## src/source/mem_config.svh

```systemverilog
`ifndef MEM_CONFIG_SVH
`define MEM_CONFIG_SVH

// byte address width seen by the requesters
`define MEM_ADDR_WIDTH 17

// implemented RAM address bits, upper address bits wrap
`define MEM_RAM_BITS 12

// a fetch always moves one full word
`define MEM_FETCH_LEN 3'd4

// port numbering for the grant
`define MEM_PORT_FETCH 1'b0
`define MEM_PORT_DATA 1'b1

`endif
```

## src/source/memPkg.sv

```systemverilog
`include "mem_config.svh"

package memPkg;

    // byte address
    typedef logic [`MEM_ADDR_WIDTH-1:0] addrT;

    // instruction or data word
    typedef logic [31:0] wordT;

    // one RAM byte
    typedef logic [7:0] byteT;

    // access length in bytes, 1, 2 or 4
    typedef logic [2:0] lenT;

    // byte index within an access
    typedef logic [1:0] stepT;

    // 0 is fetch, 1 is data
    typedef logic [0:0] portSelT;

    // data port request, held stable until dataDone
    typedef struct packed {
        addrT addr;
        wordT wdata;
        lenT  len;
        logic store;
    } dataReqT;

    // one byte-wide RAM cycle
    typedef struct packed {
        addrT addr;
        byteT wdata;
        logic write;
    } memBusT;

    typedef enum logic [1:0] {
        IDLE,
        ACCESS,
        FINISH
    } ctrlStateT;

endpackage

```

## src/source/memArbiter.sv

```systemverilog
`include "mem_config.svh"

module memArbiter import memPkg::*; (
    input  logic    clk,
    input  logic    rst,
    input  logic    fetchReq,
    input  logic    dataReq,
    input  lenT     dataLen,
    input  logic    dataStore,
    input  logic    ioFull,
    output portSelT grant,
    output logic    start,
    output logic    active,
    output logic    stall,
    output stepT    step,
    output logic    fetchDone,
    output logic    dataDone
);
    ctrlStateT state;
    portSelT   grantQ;
    portSelT   pick;
    stepT      lastStep;
    logic      storeQ;
    logic      fetchPend;
    logic      dataPend;
    logic      lastCycle;

    // data port wins a tie
    assign pick = dataPend ? `MEM_PORT_DATA : `MEM_PORT_FETCH;

    assign grant = (state == IDLE) ? pick : grantQ;
    assign start = (state == IDLE) && !ioFull && (fetchPend || dataPend);
    assign active = (state == ACCESS);
    assign stall = ioFull;

    // final byte goes out this cycle
    assign lastCycle = active && !ioFull && (step == lastStep);

    // a store is done with its last write, a load once its last byte is back
    assign fetchDone = (state == FINISH) && (grantQ == `MEM_PORT_FETCH);
    assign dataDone = (grantQ == `MEM_PORT_DATA) &&
                      (storeQ ? lastCycle : (state == FINISH));

    // one request flag per port, kept until the port is granted
    always_ff @(posedge clk) begin
        if (rst) begin
            fetchPend <= 1'b0;
            dataPend <= 1'b0;
        end else begin
            fetchPend <= fetchReq ||
                         (fetchPend && !(start && pick == `MEM_PORT_FETCH));
            dataPend <= dataReq ||
                        (dataPend && !(start && pick == `MEM_PORT_DATA));
        end
    end

    always_ff @(posedge clk) begin
        if (rst) begin
            state <= IDLE;
            grantQ <= `MEM_PORT_FETCH;
            step <= '0;
            lastStep <= '0;
            storeQ <= 1'b0;
        end else begin
            case (state)
                IDLE: begin
                    if (start) begin
                        state <= ACCESS;
                        grantQ <= pick;
                        step <= '0;
                        if (pick == `MEM_PORT_DATA) begin
                            lastStep <= stepT'(dataLen - 3'd1);
                            storeQ <= dataStore;
                        end else begin
                            lastStep <= stepT'(`MEM_FETCH_LEN - 3'd1);
                            storeQ <= 1'b0;
                        end
                    end
                end
                ACCESS: begin
                    // a full I/O buffer freezes the step
                    if (!ioFull) begin
                        if (step == lastStep) begin
                            state <= FINISH;
                        end else begin
                            step <= step + 2'd1;
                        end
                    end
                end
                FINISH: begin
                    state <= IDLE;
                end
                default: begin
                    state <= IDLE;
                end
            endcase
        end
    end

endmodule

```

## config.mk

```make
export PLATFORM = sky130hd
export DESIGN_NAME = memArbiter
export DESIGN_NICKNAME = d
export VERILOG_FILES = /design/src/source/memPkg.sv /design/src/source/memArbiter.sv
export VERILOG_INCLUDE_DIRS = /design/src /design/src/source
export SDC_FILE = /design/constraint.sdc
export NUM_CORES = 1
export LEC_CHECK = 0
export ABC_AREA = 1
export BUFFER_PORTS_ARGS = -buffer_cell sky130_fd_sc_hd__buf_2
export CAP_MARGIN = 10
export CORE_MARGIN = 1.5
export CORE_UTILIZATION = 30
export CTS_CLUSTER_SIZE = 28
export DETAILED_ROUTE_END_ITERATION = 8
export GPL_TIMING_DRIVEN = 0
export HOLD_SLACK_MARGIN = 0.12
export SYNTH_ARGS = -nofsm -noshare
export SYNTH_HDL_FRONTEND = slang
export SYNTH_SLANG_ARGS = --single-unit
```

## constraint.sdc

```tcl
create_clock -name clk -period 2.7 [get_ports clk]
set_clock_uncertainty 0.05 [all_clocks]
set_input_delay 0.405 -clock clk [delete_from_list [all_inputs] [get_ports clk]]
set_output_delay 0.405 -clock clk [all_outputs]
set_load 0.02 [all_outputs]
```

Word level (Yosys, flattened, before mapping)
Cells that the tools add are included.
- output and inout bits: 8
- latch bits: 0
- RAM bits: 0
- bits in read-only memories: 0
- logic and storage cells: 52
- input bits: 9
- register bits after elaboration: 10
- memories kept: 0
- divide/modulo/power cells: 0
- bitwise operators: 2
- $lt $le $gt $ge: 0
- multiply operators: 0
- muxes and demuxes: 13
- reductions and logical operators: 21
- equality and inequality tests: 7
- shift operators: 0
- add/sub/neg operators: 2
- operator list (cell ; count):
    2-bit 2-to-1 mux ; 7
    1-bit logical AND ; 10
    2-bit case mux with 2 select lines ; 2
    2-bit != test, second input constant ; 3
    1-bit 2-to-1 mux ; 4
    4-bit AND reduction ; 1
    1-bit zero test ; 3
    1-bit logical OR ; 3
    3-bit AND reduction ; 1
    2-bit by 1-bit adder with 2-bit output, second input constant ; 1
    2-bit by 1-bit equality test with 1-bit output, second input constant ; 1
    2-bit equality test ; 1
    2-bit equality test, second input constant ; 1
    2-bit zero test ; 1
    2-bit by 1-bit != test with 1-bit output, second input constant ; 1
    1-bit inverter ; 2
    2-bit AND reduction ; 1
    2-bit nonzero test ; 1
    2-bit by 1-bit subtractor with 2-bit output, second input constant ; 1

Longest topological paths before layout
- depth in word-level cells: 7
- mapped depth: 7
- gate-level depth less buffers: 7

Least setup slack after synthesis
No wires, ideal clock.
- path kind: register to output
- start: reg state[0]
- end: out dataDone
- arrival time: 1.207 ns
- stages on the path, launching flop included: 5
- path buffers: 0
- required time: 2.245 ns
- slack: 1.038 ns
- cells stage by stage: dfxtp_1 nand2_1 inv_1 nand4_1 a21oi_1
- longest elaborated chain between the ends: 5
- RTL lines (what ; line ; RTL):
    from (decl) ; memArbiter.sv:19 ; ctrlStateT state;
    from (signal assigned) ; memArbiter.sv:59 ; state <= IDLE;
    from (signal assigned) ; memArbiter.sv:68 ; state <= ACCESS;
    from (signal assigned) ; memArbiter.sv:84 ; state <= FINISH;
    2-bit by 1-bit equality test with 1-bit output ; memArbiter.sv:33 ; assign active = (state == ACCESS);
    named net active ; memArbiter.sv:13 ; output logic active,
    1-bit logical AND (2 in a row) ; memArbiter.sv:37 ; assign lastCycle = active && !ioFull && (step == lastStep);
    1-bit 2-to-1 mux ; memArbiter.sv:42 ; (storeQ ? lastCycle : (state == FINISH));
    1-bit logical AND ; memArbiter.sv:41 ; assign dataDone = (grantQ == `MEM_PORT_DATA) &&
    to (decl) ; memArbiter.sv:17 ; output logic dataDone
The timed path passes the listed nets, and every way through them passes these cells.

Final worst setup path
- start: reg state[0]
- end: out dataDone
- longest elaborated chain between the ends: 5
- RTL lines (what ; line):
    2-bit by 1-bit equality test with 1-bit output ; memArbiter.sv:33
    1-bit logical AND (2 in a row) ; memArbiter.sv:37
    1-bit 2-to-1 mux * ; memArbiter.sv:42
    1-bit logical AND * ; memArbiter.sv:41
Every way passes the cells marked *; elsewhere a longest branch is shown, timed or not.

==> run metrics <==
num rows 14; CP Max Fanout 5; post-synthesis sequential area ratio a little under two fifths; Syn Inst Count 77; Critical Path RT 2.25 ns; Nets between 100 and 150; worst hold path depth 2; dpl cells about 110; root buf cell clkbuf_4; synthesized area per cell approximately 6.8 sq um; power per cell area 575.3 mW/mm^2; worst min path class in2reg; Final Util between 40% and 50%; IO Pins 17; final-report setup violation count 0; largest family of logic cells by synthesized area simple AND/OR/NAND/NOR gates; CP cell instances nand2_1, inv_1, nand4_1, a21oi_1, buf_2; Num CTS Buffers 3; CP Class reg2out; clk buf depth 2; Clock Sinks 10; Synth area leader dfxtp_1; largest cells by area after synthesis dfxtp_1 (38%), nand2_1 (16%), a21oi_1 (8.6%); Worst R2R Setup Slack around 1.5 ns; Final Critical Period approximately 1.8 ns; RR Startpoint dataPend$_SDFF_PP0_; outcome complete, no violations; Final Max Tran Viols 0; Layout Cells excl Fill 111; peak supply drop approximately 0.00037 V; FF-to-FF End fetchPend$_SDFF_PP0_; Synth Warn # 0; Max Cap Viol 0; Worst-Skew Late Latency about 0.27 ns; Buf+Inv Stages, Crit Path 2; vias in the first global route 454; mux cell area share after synthesis 0%; post-route antenna net violation count 0; largest net degree at the start of global routing 9; Critical Path Sink Type output port; Relative slew margins 76.52%; Layout area overhead 24.16%; Reg2Reg Depth 4; final WL about 1100 um; Residual DRC 0; setup TNS 0 ns; Netlist cell types 19; H-tree depth 1; CP max stage cell dfxtp_1; CP peak stage delay 0.45 ns; Setup Buffers After CTS 0; # fillers around 170; Critical Path Source Type register; DR iter-0 viols 16; worst hold path endpoint lastStep[0]$_SDFFE_PP0P_; Worst-Margin Slew ~0.35 ns; total grt overflow 0; Post-Synth Adder-Cell Area 0%; Synth Area in Compound Gates roughly 15%; crit path DAT 1.39 ns; Final Cycle Share between 60% and 70%; port bufs 14; Final Wtd Congestion ~0.77; RSZ-0062 raised after global routing false; post-synthesis simple-gate area fraction about a third; Leakage roughly 0.00032 uW; min-delay src dataLen[0]; Vias 550; initial core utilization 33.17%; total power draw 373.6 uW; chip height approximately 45 um; layout cells sized above 1 roughly a quarter; drt first pass iters 4; flops & latches, synth 10; sum of net half-perimeters after detailed placement roughly 870 um; die footprint 0.002003 sq mm; routed length per placed instance 10.15 um; CTS tree done; Post-Syn Nets 86; core area around 0.0016 sq mm; via-per-instance ratio ~5.0; Hold-fix buffers, CTS 0; maximum clock rate roughly 540 MHz; post-synth top area share 38.28%; Antenna Diode Count 0; Post-CTS Resized 0; Die Wd approximately 45 um; multi-input logic area between 200 and 300 sq um; XOR/XNOR share of the synthesized area approximately 1.7%; Global Route Usage Sum 13.70%; CP top delay family flip-flops; Worst-path clk slew approximately 0.07 ns; Final Hold Viols 0; antenna violations before repair 0; Register Area ~200 sq um; synthesized area approximately 520 sq um; first-pass GRT wire length between 1500 and 2000 um
area by class of cell:
| type | count | area share (%) |
|---|---|---|
| multi-input combinational | 54 | 41.62 |
| sequential | 10 | 30.83 |
| tap | 16 | 3.083 |
| buffer | 2 | 1.734 |
| timing repair buffer | 14 | 10.79 |
| inverter | 11 | 6.358 |
| clock buffer | 4 | 5.588 |
worst max-delay path by stage:
stage | from | to | slack [ns] | cells past startpoint
floorplan | state[0]$_SDFFE_PP0P_ | dataDone | 1.04 | 4
global placement | state[0]$_SDFFE_PP0P_ | dataDone | 1.13 | 5
detailed placement | state[0]$_SDFFE_PP0P_ | dataDone | 1.14 | 5
CTS | state[0]$_SDFFE_PP0P_ | dataDone | 0.84 | 5
global route | state[1]$_SDFFE_PP0P_ | dataDone | 0.72 | 6
finish | state[0]$_SDFFE_PP0P_ | dataDone | 0.85 | 5
through the flow:
stage	hold slack (ns)	cell area, sq um	setup WS, ns
floorplan	0.4053	523.0	1.038
global placement	0.4226	613.1	1.130
detailed placement	0.4264	613.1	1.140
CTS	0.2708	649.4	0.8391
global route	0.2860	649.4	0.7155
finish	0.2786	649.4	0.8521
sequential cells by signal, summed over array words and instances, names as in the netlist:
register / count
storeQ: 1
dataPend: 1
grantQ: 1
fetchPend: 1
state: 2
lastStep: 2
step: 2
cells by family (layout without fill, tap and decap cells):
group / after synthesis / after routing
AND/OR/NAND/NOR: 38 / 38
AO/OA/AOI/OAI: 15 / 15
buffers and inverters: 13 / 31
flip-flops: 10 / 10
XOR/XNOR: 1 / 1
routing by layer:
metal / track usage (%) / part of all wire, %
met1: 16.67 / 47
met4: 9.091 / 1.7
met2: 20.29 / 45
met3: 4.800 / 6.2
met5: 0 / 0
cell usage after synthesis:
library cell	n
nor2_1	4
nand3b_1	1
buf_4	1
o21ai_0	4
nand4_1	1
nor2_2	1
nor3_4	1
buf_1	1
a21oi_2	1
dfxtp_1	10
nand2_1	22
inv_1	11
a21oi_1	9
and2_1	1
nor3_1	1
xor2_1	1
nor2_4	1
a31oi_1	1
nand3_1	5
power breakdown:
group	leakage [uW]	switching (uW)	internal (uW)	total (uW)
registers	0.0000820	9.81	157	166
clock network	0.0000210	54.3	82.0	136
logic	0.000218	45.4	25.6	71.0
layout by cell type (no fill, tap or decap), drive strengths merged:
cell    instances
a21oi          10
a31oi           1
and2            1
buf            16
clkbuf          4
dfxtp          10
inv            11
nand2          22
nand3           5
nand3b          1
nand4           1
nor2            6
nor3            2
o21ai           4
xor2            1
Power figures use the tool's default switching activity.
