===== src/source/mem_config.svh =====
`ifndef MEM_CONFIG_SVH
`define MEM_CONFIG_SVH

// byte address width seen by the requesters
`define MEM_ADDR_WIDTH 17

// implemented RAM address bits, upper address bits wrap
`define MEM_RAM_BITS 12

// a fetch always moves one full word
`define MEM_FETCH_LEN 3'd4

// port numbering for the grant
`define MEM_PORT_FETCH 1'b0
`define MEM_PORT_DATA 1'b1

`endif

===== src/source/memPkg.sv =====
`include "mem_config.svh"

package memPkg;

    // byte address
    typedef logic [`MEM_ADDR_WIDTH-1:0] addrT;

    // instruction or data word
    typedef logic [31:0] wordT;

    // one RAM byte
    typedef logic [7:0] byteT;

    // access length in bytes, 1, 2 or 4
    typedef logic [2:0] lenT;

    // byte index within an access
    typedef logic [1:0] stepT;

    // 0 is fetch, 1 is data
    typedef logic [0:0] portSelT;

    // data port request, held stable until dataDone
    typedef struct packed {
        addrT addr;
        wordT wdata;
        lenT  len;
        logic store;
    } dataReqT;

    // one byte-wide RAM cycle
    typedef struct packed {
        addrT addr;
        byteT wdata;
        logic write;
    } memBusT;

    typedef enum logic [1:0] {
        IDLE,
        ACCESS,
        FINISH
    } ctrlStateT;

endpackage


===== src/source/busDriver.sv =====
`include "mem_config.svh"

module busDriver import memPkg::*; (
    input  logic    clk,
    input  logic    rst,
    input  logic    start,
    input  logic    active,
    input  logic    stall,
    input  stepT    step,
    input  portSelT grant,
    input  addrT    fetchAddr,
    input  dataReqT dataReqInfo,
    output memBusT  memBus
);
    addrT baseQ;
    wordT wdataQ;
    logic storeQ;

    always_ff @(posedge clk) begin
        if (rst) begin
            storeQ <= 1'b0;
        end else if (start) begin
            storeQ <= (grant == `MEM_PORT_DATA) && dataReqInfo.store;
        end
    end

    always_ff @(posedge clk) begin
        if (start) begin
            baseQ <= (grant == `MEM_PORT_DATA) ? dataReqInfo.addr : fetchAddr;
            wdataQ <= dataReqInfo.wdata;
        end
    end

    // little endian, byte k of the word at base+k
    always_comb begin
        memBus.addr = baseQ + addrT'(step);
        memBus.wdata = wdataQ[{step, 3'b000} +: 8];
        memBus.write = active && !stall && storeQ;
    end

endmodule


===== config.mk =====
export PLATFORM = sky130hd
export DESIGN_NAME = busDriver
export DESIGN_NICKNAME = d
export VERILOG_FILES = /design/src/source/memPkg.sv /design/src/source/busDriver.sv
export VERILOG_INCLUDE_DIRS = /design/src /design/src/source
export SDC_FILE = /design/constraint.sdc
export NUM_CORES = 1
export LEC_CHECK = 0
export BUFFER_PORTS_ARGS = -buffer_cell sky130_fd_sc_hd__buf_2
export CAP_MARGIN = 20
export CORE_ASPECT_RATIO = 0.75
export CORE_MARGIN = 5
export CORE_UTILIZATION = 46
export CTS_CLUSTER_SIZE = 10
export DETAILED_ROUTE_END_ITERATION = 10
export PLACE_DENSITY = 0.79
export SYNTH_ARGS = -nofsm -noshare
export SYNTH_HDL_FRONTEND = slang
export SYNTH_SLANG_ARGS = --single-unit

===== constraint.sdc =====
create_clock -name clk -period 2.37 [get_ports clk]
set_clock_uncertainty 0.05 [all_clocks]
set_input_delay 0.1185 -clock clk [delete_from_list [all_inputs] [get_ports clk]]
set_output_delay 0.1185 -clock clk [all_outputs]
set_load 0.005 [all_outputs]

Yosys cells after proc, flatten, opt, wreduce, memory -nomap -nowiden

Cells that the tools add are included.

Add/subtract/negate cells: 1
Multiply operators: 0
Divide/modulo/power cells: 0
Magnitude comparators: 0
Equality and inequality tests: 0
Shift operators: 1
Multiplexer cells: 1
Bitwise logic cells: 0
Reduce and logical (&&, ||, !) cells: 4

Operator list:

| cell                                | number |
|---|---|
| indexed part select 32 x 6 -> 8 bit | 1 |
| adder 17 x 2 -> 17 bit              | 1 |
| 2-to-1 mux 17 bit                   | 1 |
| logical AND 1 bit                   | 3 |
| logical NOT 1 bit                   | 1 |

Bits in registers: 50
Bits in latches: 0
Bits in writable memories: 0
ROM bits: 0
Bits of input ports: 78
Output and inout bits: 26
Logic and storage cells: 10
Memories kept: 0

Depth between registers and ports, before layout

Gate-level depths: netlist (run 1).

Word-level depth: 3
Depth in mapped cells: 6
Depth with buffers taken out: 6

Worst setup path after synthesis (run 1)

No wires, ideal clock.

Path kind: input-to-output
From: input step[1]
To: output memBus[25] (netlist name)
Arrival time: 1.619 ns
Required time: 2.201 ns
Setup slack: 0.582 ns
Stages on the path: 6
Buffers on the path: 1
Cells stage by stage: clkbuf_1 > inv_1 > fa_1 > nor3_2 > nand4_1 > xnor2_1

RTL lines:

| element     | RTL line        | text |
|---|---|---|
| from (decl) | busDriver.sv:9  | `input stepT step,` |
| to (decl)   | busDriver.sv:13 | `output memBusT memBus` |

==> results of run 1 <==
## timing repair
| item | 4_1_cts | 5_1_grt |
|---|---|---|
| hold buffers | 33 | 0 |
| hold endpoints to repair | 33 | 0 |
| resized for setup | 0 | 1 |
| endpoints found under the setup margin | 0 | 2 |
## how the worst min path moves through the flow
stage / end / slack [ps] / cells past startpoint
floorplan: storeQ / 140 / 1
global placement: storeQ / 220 / 2
detailed placement: storeQ / 230 / 2
CTS: storeQ / 20 / 3
global route: storeQ / 30 / 3
finish: storeQ / 30 / 3
## cell usage in the layout, fill, tap and decap left out, types with 2 or more instances in the layout
| master | Yosys | layout |
|---|---|---|
| buf_4 | 0 | 2 |
| xor2_1 | 4 | 4 |
| inv_1 | 5 | 5 |
| mux4_2 | 8 | 8 |
| nor2_1 | 4 | 4 |
| mux2_2 | 17 | 17 |
| a21oi_1 | 2 | 2 |
| xnor2_1 | 11 | 11 |
| dlygate4sd3_1 | 0 | 33 |
| buf_2 | 3 | 100 |
| nand3_2 | 2 | 2 |
| clkbuf_8 | 0 | 5 |
| ha_1 | 2 | 2 |
| nand2_1 | 5 | 5 |
| nand3_1 | 5 | 5 |
| nand4_1 | 3 | 3 |
| edfxtp_1 | 49 | 49 |
## sequential cells by signal (all words and copies together), names as in the netlist
signal	flops
storeQ	1
baseQ	17
wdataQ	32
## per-layer routing
layer,part of all wire,vias up,track usage
met5,0,-,0
met4,0.019,0,0.05289
met3,0.059,9,0.05059
met2,0.54,56,0.3118
met1,0.38,749,0.1945
li1,-,772,-
## power breakdown
part           internal, µW  total (µW)  switching (µW)
registers              1050        1090            34.4
logic                   191         313             122
clock network           316         592             276
## area by class of cell
| class | count | area [µm²] | share of cell area |
|---|---|---|---|
| tap | 60 | 75.07 | 0.02293 |
| timing repair buffer | 136 | 865.8 | 0.2644 |
| clock inverter | 3 | 43.79 | 0.01337 |
| sequential | 50 | 1491 | 0.4555 |
| clock buffer | 5 | 68.82 | 0.02102 |
| multi-input combinational | 70 | 710.7 | 0.2170 |
| inverter | 5 | 18.77 | 0.005732 |
## through the flow
step	cells	setup WS [ps]	utilization
final	329	150.9	0.6836
after CTS	329	56.57	0.6823
after global placement	288	424.9	0.5899
after detailed placement	288	388.2	0.5899
after global routing	329	4.101	0.6836
after floorplan	129	582.3	-
## worst reg2reg max path: stages, from the launching register on
cell and delay (ps):
dfxtp_1 340, nand2b_1 60, a21oi_1 110
## cells by family after synthesis
family          count (synthesis)
buf+inv                         9
flops                          50
simple gates                   25
mux                            25
xor+xnor                       15
fa+ha+maj                       3
compound gates                  2
==> flow_summary.json, run 1 <==
{
  "cts-buffers-inserted": 5,
  "dieArea_mm2": 0.006363,
  "grt_pass1_wl_mm": 8.383,
  "io_pins": 104,
  "synth-edff-count": 49,
  "diodes": 0,
  "ir_worst_vdd_mv": 0.4667,
  "fill_cells": 359,
  "cp-end-kind": "output port",
  "place_area_mm2": 0.002825,
  "synthMuxAreaShare": 0.1664,
  "drc": 0,
  "layout-drive-gt1-share": 0.5204,
  "synth_fa_ha_area_frac": 0.02017,
  "synth_top_family_by_area": "multiplexers",
  "ant_nets": 0,
  "path_depth": 7,
  "ys_top_cells_by_area": "edfxtp_1, mux2_2, mux4_2",
  "ys_top_cells_by_count": "edfxtp_1, mux2_2, xnor2_1",
  "syn-num-nets": 210,
  "cp_max_fo": 5,
  "drt_iter0_markers": 54,
  "worstSkewPairLatency_ps": 300,
  "worstMarginPinSlew_ps": 395.1,
  "synth-simple-area-share": 0.06555,
  "status": "finished, final reports clean",
  "yosysUniqueCellTypes": 22,
  "hold_class": "in -> reg",
  "cp-start-kind": "flip-flop",
  "post_drt_wl_per_cell_um": 15.60,
  "p_leak_uw": 0.001358,
  "dp_hpwl_mm": 3.312,
  "clk_pin_slew_ps": 90,
  "grt-ovfl-total": 0,
  "drtPass1Iterations": 4,
  "crit_type": "reg -> out",
  "synth.most_common_cell": "edfxtp_1",
  "synth_largest_area_cell": "edfxtp_1",
  "p_per_area_mw_per_mm2": 608.8,
  "hold_slack_ps": 33.68,
  "core_area_mm2": 0.004790,
  "synth_cells": 129,
  "startpoint": "baseQ[0]",
  "drv_slew": 0,
  "num_rows": 22,
  "ys_async_sr_fraction": 0,
  "yosys_register_bits": 50,
  "r2r-start": "storeQ",
  "cp_slowest_cell": "fa_1",
  "finalNetCount": 349,
  "cts_sinks": 50,
  "tns_ps": 0,
  "ctsLongestPathBuffers": 2,
  "setup_violations": 0,
  "crit_buf_inv": 2,
  "antenna_found_initial": 0,
  "power_uw": 1993,
  "grt_max_degree": 52,
  "synthFlopType": "edfxtp_1",
  "worstPathArrival_ps": 2050,
  "start_util": 0.4663,
  "port_buffers": 100,
  "final_area_mm2": 0.003274,
  "synth_area_per_cell_um2": 17.31,
  "die_h_um": 70.35,
  "max_stage_delay_ps": 490,
  "synth_xor_area_frac": 0.05882,
  "via_count": 1586,
  "path_cells": "ha_1 -> inv_1 -> fa_1 -> nor3_4 -> nand4_1 -> xnor2_1 -> buf_2",
  "min_period_ps": 2219,
  "r2r_slack_ps": 1760,
  "fp.dieW_um": 90.46,
  "cts_tree": "done",
  "cts_setup_buffers": 0,
  "cts_root_buf": "clkbuf_8",
  "synth_top_area_frac": 0.6588,
  "via_per_inst": 4.821,
  "drt-total-wl_mm": 5.131,
  "finalCritPeriodShare": 0.9363,
  "gp_congestion": 0.7030,
  "drv_cap": 0,
  "critical_path.top_delay_family": "adder cells",
  "htree_levels": 2,
  "required_ps": 2200,
  "yosys_warnings": 0,
  "reg2regPathDepth": 2,
  "cp-endpoint": "memBus[25]",
  "fmax_mhz": 450.6,
  "timing.rr.end": "storeQ",
  "grt_setup_unrepaired": "no",
  "synth_compound_area_frac": 0.004482,
  "syn_area_mm2": 0.002233,
  "syn_to_final_growth_pct": 46.61,
  "hp-start": "dataReqInfo[0]",
  "grt_usage": 0.1720,
  "hold_violations": 0,
  "ys_seq_area_frac": 0.6678,
  "grt_pass1_vias": 1710,
  "relSlewSlack": 0.7366
}
No activity file was read; power rests on OpenSTA's default activity.
==> run 2: changes to the inputs <==
--- a/config.mk
+++ b/config.mk
@@ -9,10 +9,11 @@
 export BUFFER_PORTS_ARGS = -buffer_cell sky130_fd_sc_hd__buf_2
 export CAP_MARGIN = 20
 export CORE_ASPECT_RATIO = 0.75
-export CORE_MARGIN = 5
+export CORE_MARGIN = 10
 export CORE_UTILIZATION = 46
 export CTS_CLUSTER_SIZE = 10
 export DETAILED_ROUTE_END_ITERATION = 10
+export GPL_ROUTABILITY_DRIVEN = 1
 export PLACE_DENSITY = 0.79
 export SYNTH_ARGS = -nofsm -noshare
 export SYNTH_HDL_FRONTEND = slang
==> run 2 against run 1 <==
  * Sequential power is essentially flat
  * Via count down 0.88%
  * Core utilization increased by 3.4 points
  * Fmax rose by 5.6%
  * Total power is 0.70% higher
  * Wire length grew 4.2%
==> flow_summary.json, run 2 (same netlist as run 1, synthesis figures left out) <==
{
  "port_buffers": 100,
  "grt_setup_unrepaired": "no",
  "startpoint": "baseQ[0]",
  "drv_slew": 0,
  "p_leak_uw": 0.001359,
  "grt-ovfl-total": 0,
  "tns_ps": 0,
  "grt_pass1_vias": 1817,
  "antenna_found_initial": 0,
  "cts_sinks": 50,
  "setup_ws_ps": 269.4,
  "r2r_slack_ps": 1740,
  "regMostFlops": "wdataQ",
  "crit_buf_inv": 2,
  "r2r-start": "storeQ",
  "cts-buffers-inserted": 5,
  "largest_reg_flops": 32,
  "crit_type": "reg -> out",
  "hp-start": "dataReqInfo[0]",
  "clk_pin_slew_ps": 90,
  "dp_slack_ps": 340.3,
  "finalCritPeriodShare": 0.8863,
  "instances_no_fill": 326,
  "ctsLongestPathBuffers": 2,
  "post_drt_wl_per_cell_um": 16.40,
  "gp_congestion": 0.6973,
  "relSlewSlack": 0.6178,
  "cp-end-kind": "output port",
  "hold_class": "in -> reg",
  "via_count": 1572,
  "cts_tree": "done",
  "htree_levels": 2,
  "setup_violations": 0,
  "via_per_inst": 4.822,
  "drtPass1Iterations": 4,
  "drc": 0,
  "ant_nets": 0,
  "drv_cap": 0,
  "min_to": "storeQ",
  "top_regs": "wdataQ: 32 flops, baseQ: 17 flops, storeQ: 1 flops",
  "status": "finished, final reports clean",
  "p_per_area_mw_per_mm2": 611.4,
  "reg2regPathDepth": 2,
  "path_cells": "ha_1 -> inv_1 -> fa_2 -> nor3_4 -> nand4_1 -> xnor2_1 -> buf_2",
  "grt_usage": 0.1381,
  "layout-drive-gt1-share": 0.5279,
  "io_pins": 104,
  "mostFrequentLayoutCells": "buf_2, edfxtp_1, dlygate4sd3_1, mux2_2, xnor2_1",
  "max_stage_delay_ps": 410,
  "worstSkewPairLatency_ps": 300,
  "diodes": 0,
  "critical_path.top_delay_family": "adder cells",
  "num_rows": 21,
  "drt_iter0_markers": 41,
  "hold_violations": 0,
  "finalNetCount": 349,
  "cp_slowest_cell": "fa_2",
  "grt_max_degree": 27,
  "dp_hpwl_mm": 3.910,
  "min_period_ps": 2101,
  "ir_worst_vdd_mv": 0.4290,
  "hold_slack_ps": 32.03,
  "cts_root_buf": "clkbuf_8",
  "required_ps": 2200,
  "dp.cells": 285,
  "cp-start-kind": "flip-flop",
  "syn_to_final_growth_pct": 47.00,
  "start_util": 0.4885,
  "hold-path-cell-count": 3,
  "fp.dieW_um": 100.5,
  "timing.rr.end": "storeQ",
  "worstPathArrival_ps": 1930,
  "core_area_mm2": 0.004572,
  "grt_pass1_wl_mm": 8.700,
  "die_h_um": 80.35,
  "worstMarginPinSlew_ps": 573.3,
  "fill_cells": 313,
  "dieArea_mm2": 0.008071,
  "cp_max_fo": 5,
  "fmax_mhz": 476.0,
  "final_common_cell": "buf_2",
  "drt-total-wl_mm": 5.345
}
[run 2: cell counts in the layout (fill, tap and decap cells not counted)]
No cell type changed its count.
[run 2: power by group]
part	internal [µW]	total (µW)	switching, µW
combinational	192	315	123
sequential	1050	1090	33.9
clock	320	604	285
total	1570	2010	442
[run 2: worst max-delay path by stage]
stage	endpoint	slack (ps)	cells after the start
global route	memBus[25]	100	7
CTS	memBus[25]	40	7
finish	memBus[25]	270	7
global placement	memBus[25]	410	7
floorplan	memBus[25]	580	6
detailed placement	memBus[25]	340	7
[run 2: area by class of cell]
cell class,count,area [µm²],share of cell area
inverter,5,18.77,0.005716
tap,57,71.32,0.02172
clock inverter,3,47.55,0.01448
sequential,50,1491,0.4543
clock buffer,5,68.82,0.02096
timing repair buffer,136,865.8,0.2637
multi-input combinational,70,719.4,0.2191
[run 2: worst min-delay path, delay by kind of cell]
kind,cells,cell delay (ps)
AO/OA/AOI/OAI,1,60
buffers and inverters,1,90
AND/OR/NAND/NOR,1,70
[run 2: repair_timing]
| item | 4_1_cts | 5_1_grt |
|---|---|---|
| buffers inserted | 0 | 0 |
| endpoints found under the hold margin | 33 | 0 |
| hold buffers | 33 | 0 |
| pin swaps | 0 | 1 |
| setup endpoints to repair | 1 | 3 |
| gates resized for setup | 1 | 2 |
[run 2: through the flow]
step	area (µm²)	util	total power [µW]
after global placement	2821	0.6171	1370
after CTS	3274	0.7162	2027
final	3283	0.7181	2007
after floorplan	2233	-	1222
after global routing	3283	0.7181	2102
after detailed placement	2821	0.6171	1379
[run 2: routing by layer]
layer  wire (µm)  up-vias  global-route usage  part of all wire
met3         684        5             0.08811              0.13
met2        2542       77              0.2314              0.48
met5           0        -                   0                 0
met4          42        0             0.02958            0.0079
li1            -      772                   -                 -
met1        2075      718              0.1441              0.39
