## config.mk

```make
export PLATFORM = sky130hd
export DESIGN_NAME = byteGather
export DESIGN_NICKNAME = d
export VERILOG_FILES = /design/src/source/memPkg.sv /design/src/source/byteGather.sv
export VERILOG_INCLUDE_DIRS = /design/src /design/src/source
export SDC_FILE = /design/constraint.sdc
export NUM_CORES = 1
export LEC_CHECK = 0
export BUFFER_PORTS_ARGS = -buffer_cell sky130_fd_sc_hd__buf_2
export CAP_MARGIN = 20
export CORE_ASPECT_RATIO = 2
export CORE_MARGIN = 4
export CORE_UTILIZATION = 50
export DETAILED_ROUTE_END_ITERATION = 8
export GPL_ROUTABILITY_DRIVEN = 1
export HOLD_SLACK_MARGIN = 0.1
export PLACE_DENSITY = 0.85
export SYNTH_ARGS = -nofsm -noshare
export SYNTH_HDL_FRONTEND = slang
export SYNTH_SLANG_ARGS = --single-unit
```

## constraint.sdc

```tcl
create_clock -name clk -period 2.4 [get_ports clk]
set_clock_uncertainty 0.1 [all_clocks]
set_input_delay 0.36 -clock clk [delete_from_list [all_inputs] [get_ports clk]]
set_output_delay 0.36 -clock clk [all_outputs]
set_load 0.02 [all_outputs]
```

## src/source/mem_config.svh

```systemverilog
`ifndef MEM_CONFIG_SVH
`define MEM_CONFIG_SVH

// byte address width seen by the requesters
`define MEM_ADDR_WIDTH 17

// implemented RAM address bits, upper address bits wrap
`define MEM_RAM_BITS 12

// a fetch always moves one full word
`define MEM_FETCH_LEN 3'd4

// port numbering for the grant
`define MEM_PORT_FETCH 1'b0
`define MEM_PORT_DATA 1'b1

`endif
```

## src/source/memPkg.sv

```systemverilog
`include "mem_config.svh"

package memPkg;

    // byte address
    typedef logic [`MEM_ADDR_WIDTH-1:0] addrT;

    // instruction or data word
    typedef logic [31:0] wordT;

    // one RAM byte
    typedef logic [7:0] byteT;

    // access length in bytes, 1, 2 or 4
    typedef logic [2:0] lenT;

    // byte index within an access
    typedef logic [1:0] stepT;

    // 0 is fetch, 1 is data
    typedef logic [0:0] portSelT;

    // data port request, held stable until dataDone
    typedef struct packed {
        addrT addr;
        wordT wdata;
        lenT  len;
        logic store;
    } dataReqT;

    // one byte-wide RAM cycle
    typedef struct packed {
        addrT addr;
        byteT wdata;
        logic write;
    } memBusT;

    typedef enum logic [1:0] {
        IDLE,
        ACCESS,
        FINISH
    } ctrlStateT;

endpackage

```

## src/source/byteGather.sv

```systemverilog
module byteGather import memPkg::*; (
    input  logic clk,
    input  logic rst,
    input  logic start,
    input  logic active,
    input  logic stall,
    input  stepT step,
    input  byteT rdata,
    input  lenT  len,
    output wordT word
);
    wordT wordQ;
    wordT merged;
    wordT laneMask;
    lenT  lenQ;
    stepT stepQ;
    logic readQ;

    // RAM answers one cycle after the address
    always_ff @(posedge clk) begin
        if (rst) begin
            readQ <= 1'b0;
        end else begin
            readQ <= active && !stall;
        end
    end

    always_ff @(posedge clk) begin
        stepQ <= step;
        if (start) begin
            lenQ <= len;
        end
    end

    always_ff @(posedge clk) begin
        if (start) begin
            wordQ <= '0;
        end else if (readQ) begin
            wordQ <= merged;
        end
    end

    // last byte is used straight from the RAM
    always_comb begin
        merged = wordQ;
        if (readQ) begin
            merged[{stepQ, 3'b000} +: 8] = rdata;
        end
    end

    always_comb begin
        case (lenQ)
            3'd1: laneMask = 32'h0000_00ff;
            3'd2: laneMask = 32'h0000_ffff;
            default: laneMask = 32'hffff_ffff;
        endcase
    end

    // zero extension
    assign word = merged & laneMask;

endmodule

```

# Yosys cells after proc, flatten, opt, wreduce, memory -nomap -nowiden
# Cells that the tools add are included.
# totals
reg_bits	38
in_bits	18
# op_classes
add_sub_neg	1
eq_ne	2
shifts	2
muxes	3
bitwise_logic	1
n_reduce_logical	2
# op_table
cell	n
$pmux W32 S2	1
$and A32 B32 Y32	1
$bwmux W32	1
$mux W32	1
$shift A8 B7 Y32 const A	1
$shiftx A8 B7 Y32	1
$neg A5 Y7	1
$eq A3 B1 Y1 const B	1
$eq A3 B2 Y1 const B	1
$logic_and A1 B1 Y1	1
$logic_not A1 Y1	1

# Depth between registers and ports, before layout
# Gate-level depths: netlist of the first run.
# logic_depth
depth_word	5
mapped_depth	7

# Worst setup path after synthesis of the first run
# No wires, ideal clock.
# synth_path
path_kind	register to output
start	reg stepQ[0]
end	out word[16]
arrival_ps	1650
required_ps	1940
slack_ps	290
stages_incl_launch_ff	6
cell_sequence	dfxtp_1 > inv_1 > ha_1 > nor3b_4 > a32oi_1 > nor2_1
# synth_via
elab_chain_len	5
elab_cells_between_ends	6
classes_between	add/sub (1); shift (2); mux (2); bitwise (1)
# synth_lines
element	line_no	source
from (decl)	byteGather.sv:16	stepT stepQ;
from (signal assigned)	byteGather.sv:29	stepQ <= step;
$neg A5 Y7 *	byteGather.sv:47	merged[{stepQ, 3'b000} +: 8] = rdata;
$shiftx A8 B7 Y32 / $shift A8 B7 Y32 (equally long branches)	byteGather.sv:47	
$bwmux W32 *	byteGather.sv:47	
$mux W32 *	byteGather.sv:46	if (readQ) begin
$and A32 B32 Y32 *	byteGather.sv:60	assign word = merged & laneMask;
to (decl)	byteGather.sv:10	output wordT word
# Mark *: on every way between the ends. The rest lies on a longest branch, timed or not.

# Worst setup path in the final report of the first run
# layout_path
start	reg stepQ[0]
end	out word[13]
# The elaborated chain is that of the path after synthesis.

==> results.sh, run 1 <==
export IMPL_synthArstFlopShare_pct=0
export IMPL_dp_hpwl_mm=3.02
export IMPL_peakVddDrop_uv=519
export IMPL_syn_num_nets=198
export IMPL_cts_tree="done"
export IMPL_core_mm2=0.00323
export IMPL_drive_gt1_share_pct=37.3
export IMPL_hold_slack_ps=143
export IMPL_cp_data_required_time_ps=1940
export IMPL_antenna_found_initial=0
export IMPL_place_gp_congestion=0.853
export IMPL_diodes=0
export IMPL_die_width_um=49.3
export IMPL_cp_top_family="simple AND/OR/NAND/NOR gates"
export IMPL_clkLatencyLatePin_ps=290
export IMPL_finalSetupViolations=0
export IMPL_first_pass_iters=4
export IMPL_cts_buffers_inserted=5
export IMPL_slew_headroom_pct=60.3
export IMPL_setup_worst_path_class="flop to output pin"
export IMPL_yosysUniqueCellTypes=23
export IMPL_area_growth_pct=26.7
export IMPL_synth_seq_area_share_pct=46.4
export IMPL_via_per_inst=5.95
export IMPL_gr_total_overflow=0
export IMPL_cpPeakStageDelay_ps=390
export IMPL_max_freq_ghz=0.425
export IMPL_synthesis_area_mm2=0.00170
export IMPL_yosysTopAreaCell="dfxtp_1"
export IMPL_critPathSlowestCell="dfxtp_4"
export IMPL_grt_pass1_vias=1459
export IMPL_outcome="complete, no violations"
export IMPL_crit_fanout=8
export IMPL_ios=50
export IMPL_hold_class="input port to flop"
export IMPL_cts_sinks=38
export IMPL_worstPathCellList="inv_4 -> ha_4 -> and4bb_1 -> buf_4 -> a32oi_2 -> nor2_1 -> buf_2"
export IMPL_synth_top_cells_by_count="nor2_1, dfxtp_1, a32oi_1, a22o_1"
export IMPL_p_per_area_mw_per_mm2=554
export IMPL_hold_viol=0
export IMPL_fin_area_mm2=0.00216
export IMPL_slew_viol_final=0
export IMPL_max_clock_path_buffers=2
export IMPL_grt_pass1_wl_mm=6.98
export IMPL_synth_seq_cells=38
export IMPL_path_buf_inv=3
export IMPL_post_drt_wl_per_cell_um=16.9
export IMPL_vias=1523
export IMPL_avgSynthCellArea_um2=9.73
export IMPL_start_util_pct=52.7
export IMPL_die_area_mm2=0.00446
export IMPL_p_leak_uw=0.000988
export IMPL_portBuffers=49
export IMPL_cap_viol_max_count=0
export IMPL_h_tree_depth=2
export IMPL_pre_cts_slack_ps=81.7
export IMPL_num_rows=29
export IMPL_finalWorstSetupSlack_ps=48.8
export IMPL_yosysTopAreaCellShare_pct=41.1
export IMPL_yosys_warnings=0
export IMPL_clk_pin_slew_worst_paths_ps=70
export IMPL_yosysMostFrequentCell="nor2_1"
export IMPL_power_uw=1200
export IMPL_synth_edff_count=3
export IMPL_grt_max_degree=30
export IMPL_post_route_period_util_pct=98.0
export IMPL_grtUsageTotal_pct=20.0
export IMPL_synthCells=175
export IMPL_crit_path_end_kind="output pin"
export IMPL_period_minus_slack_ps=2350
export IMPL_drc=0
export IMPL_worst_slew_pin_slew_ps=595
export IMPL_antenna_left=0
export IMPL_cts_root_buffer="clkbuf_8"
export IMPL_arrival_ps=1890
export IMPL_final_nets=247
export IMPL_start_kind="flop"
export IMPL_routed_wl_mm=4.34
export IMPL_synthTopCellsByArea="dfxtp_1, a32oi_1, nor2_1"
export IMPL_synth_ff_type="dfxtp_1"
export IMPL_placed_area_mm2=0.00191
export IMPL_drtIter0Drc=42
export IMPL_die_y_um=90.5
-- final timing paths --
kind	from	endpoint	slack, ps	depth (start not counted)
max	stepQ[0]	word[13]	50	7
min	rst	readQ	140	2
max reg2reg	stepQ[1]	wordQ[28]	730	6
min reg2reg	wordQ[3]	wordQ[3]	380	1
-- metrics by stage --
stage / instances / setup TNS (ps) / util (%)
detailed placement: 243 / 0 / 59.2
floorplan: 175 / 0 / -
CTS: 254 / 0 / 64.1
global route: 256 / -112 / 66.8
finish: 256 / 0 / 66.8
global placement: 243 / 0 / 59.2
-- registers in the layout, indices dropped and copies added, names as in the netlist --
register / cells
wordQ: 32
lenQ: 3
stepQ: 2
readQ: 1
-- layout make-up --
class	count	area (µm²)
inverter	2	10.0
tap	31	38.8
sequential	38	796
clock buffer	8	80.1
timing repair buffer	59	343
multi-input combinational	118	891
fill	258	1070
-- repair_timing --
action	in CTS	in global routing
hold buffers	2	0
resized for setup	10	20
buffers inserted	1	1
endpoints found under the hold margin	2	0
setup endpoints to repair	32	32
pin swaps	0	4
gates cloned	0	1
-- worst register-to-register path, stage by stage (launching register included) --
cell      delay, ps
dfxtp_2         340
inv_2           120
ha_4            190
and4bb_1        270
buf_4           190
a32oi_1         260
nor2_1           70
-- cell usage in the layout, fill, tap and decap left out, types with 2 or more instances in the layout --
cell,n
nor2_1,49
ha_4,2
edfxtp_1,3
dfxtp_1,33
a22o_1,16
ha_1,3
and2_1,7
a32oi_1,14
nand2_1,4
nor3b_1,2
clkbuf_1,3
clkbuf_8,5
buf_2,45
a32oi_2,9
nor3b_4,2
buf_4,10
buf_6,2
dlygate4sd3_1,2
-- metal layers --
layer | vias up | routed length [µm] | GRT usage [%]
met5 | - | 0 | 0
met2 | 64 | 2300 | 34.9
met4 | 0 | 171 | 11.9
li1 | 723 | - | -
met3 | 17 | 231 | 4.63
met1 | 719 | 1630 | 21.2
-- kinds of logic (layout without fill, tap and decap cells) --
| logic type | Yosys count | in the layout | synth area share, % |
|---|---|---|---|
| buf+inv | 19 | 69 | 7.05 |
| compound gates | 41 | 41 | 20.8 |
| fa+ha+maj | 5 | 5 | 3.67 |
| simple gates | 71 | 71 | 21.5 |
| flops | 38 | 38 | 46.4 |
| xor+xnor | 1 | 1 | 0.514 |
-- power by group --
group          internal [µW]  total (µW)  switching [µW]
combinational           50.5         130            79.0
sequential               647         653            6.90
clock                    206         413             207
No activity file was read; power rests on OpenSTA's default activity.
==> inputs of run 2 (changes only) <==
PLACE_DENSITY = not set   (was 0.85)
PLACE_DENSITY_LB_ADDON = 0.05   (was not set)
==> run 2 against run 1 <==
Against the previous run:
- cell count is the same
- global-route usage grew 0.24 points
- design area shrank 0.12%
- die area is the same
- register-to-register slack gained 30 ps
- maximum frequency grew 3.5%
- critical endpoint is now word[28]
- largest power group unchanged
- non-clock buffer count is the same
- via count shrank 0.39%
- hold slack lost 20 ps
- clock-buffer cell count shrank 1
- highest routed layer unchanged
- largest cell class unchanged
- utilization shrank 0.077 points
- wire length grew 5.0%
==> results.sh, run 2 (synthesized netlist as in run 1, its figures left out) <==
export IMPL_outcome="complete, no violations"
export IMPL_crit_fanout=8
export IMPL_netSwitchingFraction_pct=24.1
export IMPL_num_rows=29
export IMPL_gr_total_overflow=0
export IMPL_layoutNonFillerInstCount=256
export IMPL_final_nets=247
export IMPL_diodes=0
export IMPL_cts_root_buffer="clkbuf_8"
export IMPL_fill_cells=283
export IMPL_place_gp_congestion=0.770
export IMPL_mostFrequentLayoutCell="nor2_1"
export IMPL_grt_pass1_wl_mm=6.94
export IMPL_period_minus_slack_ps=2270
export IMPL_cp_top_family="simple AND/OR/NAND/NOR gates"
export IMPL_post_drt_wl_per_cell_um=17.8
export IMPL_max_freq_ghz=0.440
export IMPL_clk_pin_slew_worst_paths_ps=70
export IMPL_largest_reg_flops=32
export IMPL_worstReg2RegStart="stepQ[1]"
export IMPL_slew_headroom_pct=61.4
export IMPL_grtUsageTotal_pct=20.3
export IMPL_use_met3_pct=4.63
export IMPL_max_clock_path_buffers=2
export IMPL_clkLatencyLatePin_ps=290
export IMPL_p_leak_uw=0.000993
export IMPL_p_per_area_mw_per_mm2=571
export IMPL_drtIter0Drc=29
export IMPL_start_kind="flop"
export IMPL_cp_data_required_time_ps=1940
export IMPL_grt_pass1_vias=1496
export IMPL_path_buf_inv=3
export IMPL_globalRouteMet2Util_pct=35.8
export IMPL_first_pass_iters=4
export IMPL_grt_max_degree=30
export IMPL_cts_sinks=38
export IMPL_cts_tree="done"
export IMPL_die_area_mm2=0.00446
export IMPL_power_share_clock_pct=35.8
export IMPL_setup_worst_path_class="flop to output pin"
export IMPL_slew_viol_final=0
export IMPL_h_tree_depth=2
export IMPL_die_y_um=90.5
export IMPL_hold_class="input port to flop"
export IMPL_drc=0
export IMPL_vias=1517
export IMPL_finalSetupViolations=0
export IMPL_drive_gt1_share_pct=37.3
export IMPL_cap_viol_max_count=0
export IMPL_post_route_period_util_pct=94.6
export IMPL_seqPwrFrac_pct=53.1
export IMPL_fin_setup_tns_ps=0
export IMPL_critPathSlowestCell="dfxtp_2"
export IMPL_dp_hpwl_mm=3.20
export IMPL_cts_buffers_inserted=5
export IMPL_worstPathCellList="inv_2 -> ha_4 -> and4bb_2 -> buf_6 -> a32oi_2 -> nor2_1 -> buf_2"
export IMPL_cpPeakStageDelay_ps=370
export IMPL_power_internal_uw=933
export IMPL_placedCellCount=243
export IMPL_cp_startpoint="stepQ[0]"
export IMPL_hold_viol=0
export IMPL_area_growth_pct=26.6
export IMPL_routed_wl_mm=4.55
export IMPL_grt_busiest_layer="met2"
export IMPL_die_width_um=49.3
export IMPL_worst_slew_pin_slew_ps=579
export IMPL_arrival_ps=1810
export IMPL_final_util_pct=66.8
export IMPL_portBuffers=49
export IMPL_power_switching_uw=297
export IMPL_ios=50
export IMPL_grt_util_met1_pct=20.8
export IMPL_min_from="rst"
export IMPL_top_register="wordQ"
export IMPL_layout_common_cells="nor2_1, buf_2, dfxtp_1, a32oi_1, a22o_1"
export IMPL_antenna_found_initial=0
export IMPL_start_util_pct=52.7
export IMPL_comb_power_share_pct=11.0
export IMPL_top_regs="wordQ (32), lenQ (3), stepQ (2)"
export IMPL_antenna_left=0
export IMPL_power_uw=1230
export IMPL_core_mm2=0.00323
export IMPL_peakVddDrop_uv=544
export IMPL_crit_path_end_kind="output pin"
export IMPL_via_per_inst=5.93
==> run 2: cell count changes in the layout (fill, tap and decap cells not counted), sizes merged <==
cell / before / now
clkbuf: 8 / 7
clkinv: 0 / 1
==> run 2: power by group through the flow <==
stage,clock network [µW],registers [µW],logic [µW]
3_5_place_dp,0,667,108
5_1_grt,477,654,146
4_1_cts,454,653,119
6_report,441,654,136
2_1_floorplan,0,666,61.4
3_3_place_gp,0,667,104
==> run 2: routing by layer <==
metal  up-vias  share of wire, %
met4         0               4.9
met5         -                 0
met3        18               4.9
met1       717                36
li1        728                 -
met2        54                54
==> run 2: area by class of cell <==
class	count	area [µm²]	area share, %
multi-input cells	118	873	40.5
flip-flops and latches	38	793	36.8
repair buffers	59	352	16.3
clock buffers	7	86.3	4.00
well taps	31	38.8	1.80
inverters	2	7.51	0.348
clock inverters	1	5.00	0.232
==> run 2: through the flow <==
step           cell area [µm²]  setup WS [ps]  hold WS [ps]
6_report                  2160            129           123
5_1_grt                   2160          -4.72           123
4_1_cts                   2050           17.2           119
3_5_place_dp              1910            113           367
3_3_place_gp              1910            183           359
2_1_floorplan             1700            290           288
==> run 2: path summary, 6_finish.rpt <==
path | endpoint | slack [ps] | cells past startpoint
min reg2reg | wordQ[0] | 380 | 1
min | readQ | 120 | 2
max reg2reg | wordQ[4] | 760 | 5
max | word[28] | 130 | 7
==> run 2: timing repair <==
action,in CTS,in global routing
pin swaps,0,2
endpoints found under the hold margin,2,0
setup buffers,1,1
endpoints found under the setup margin,32,32
hold buffers,2,0
cloned,0,1
gates resized for setup,6,19
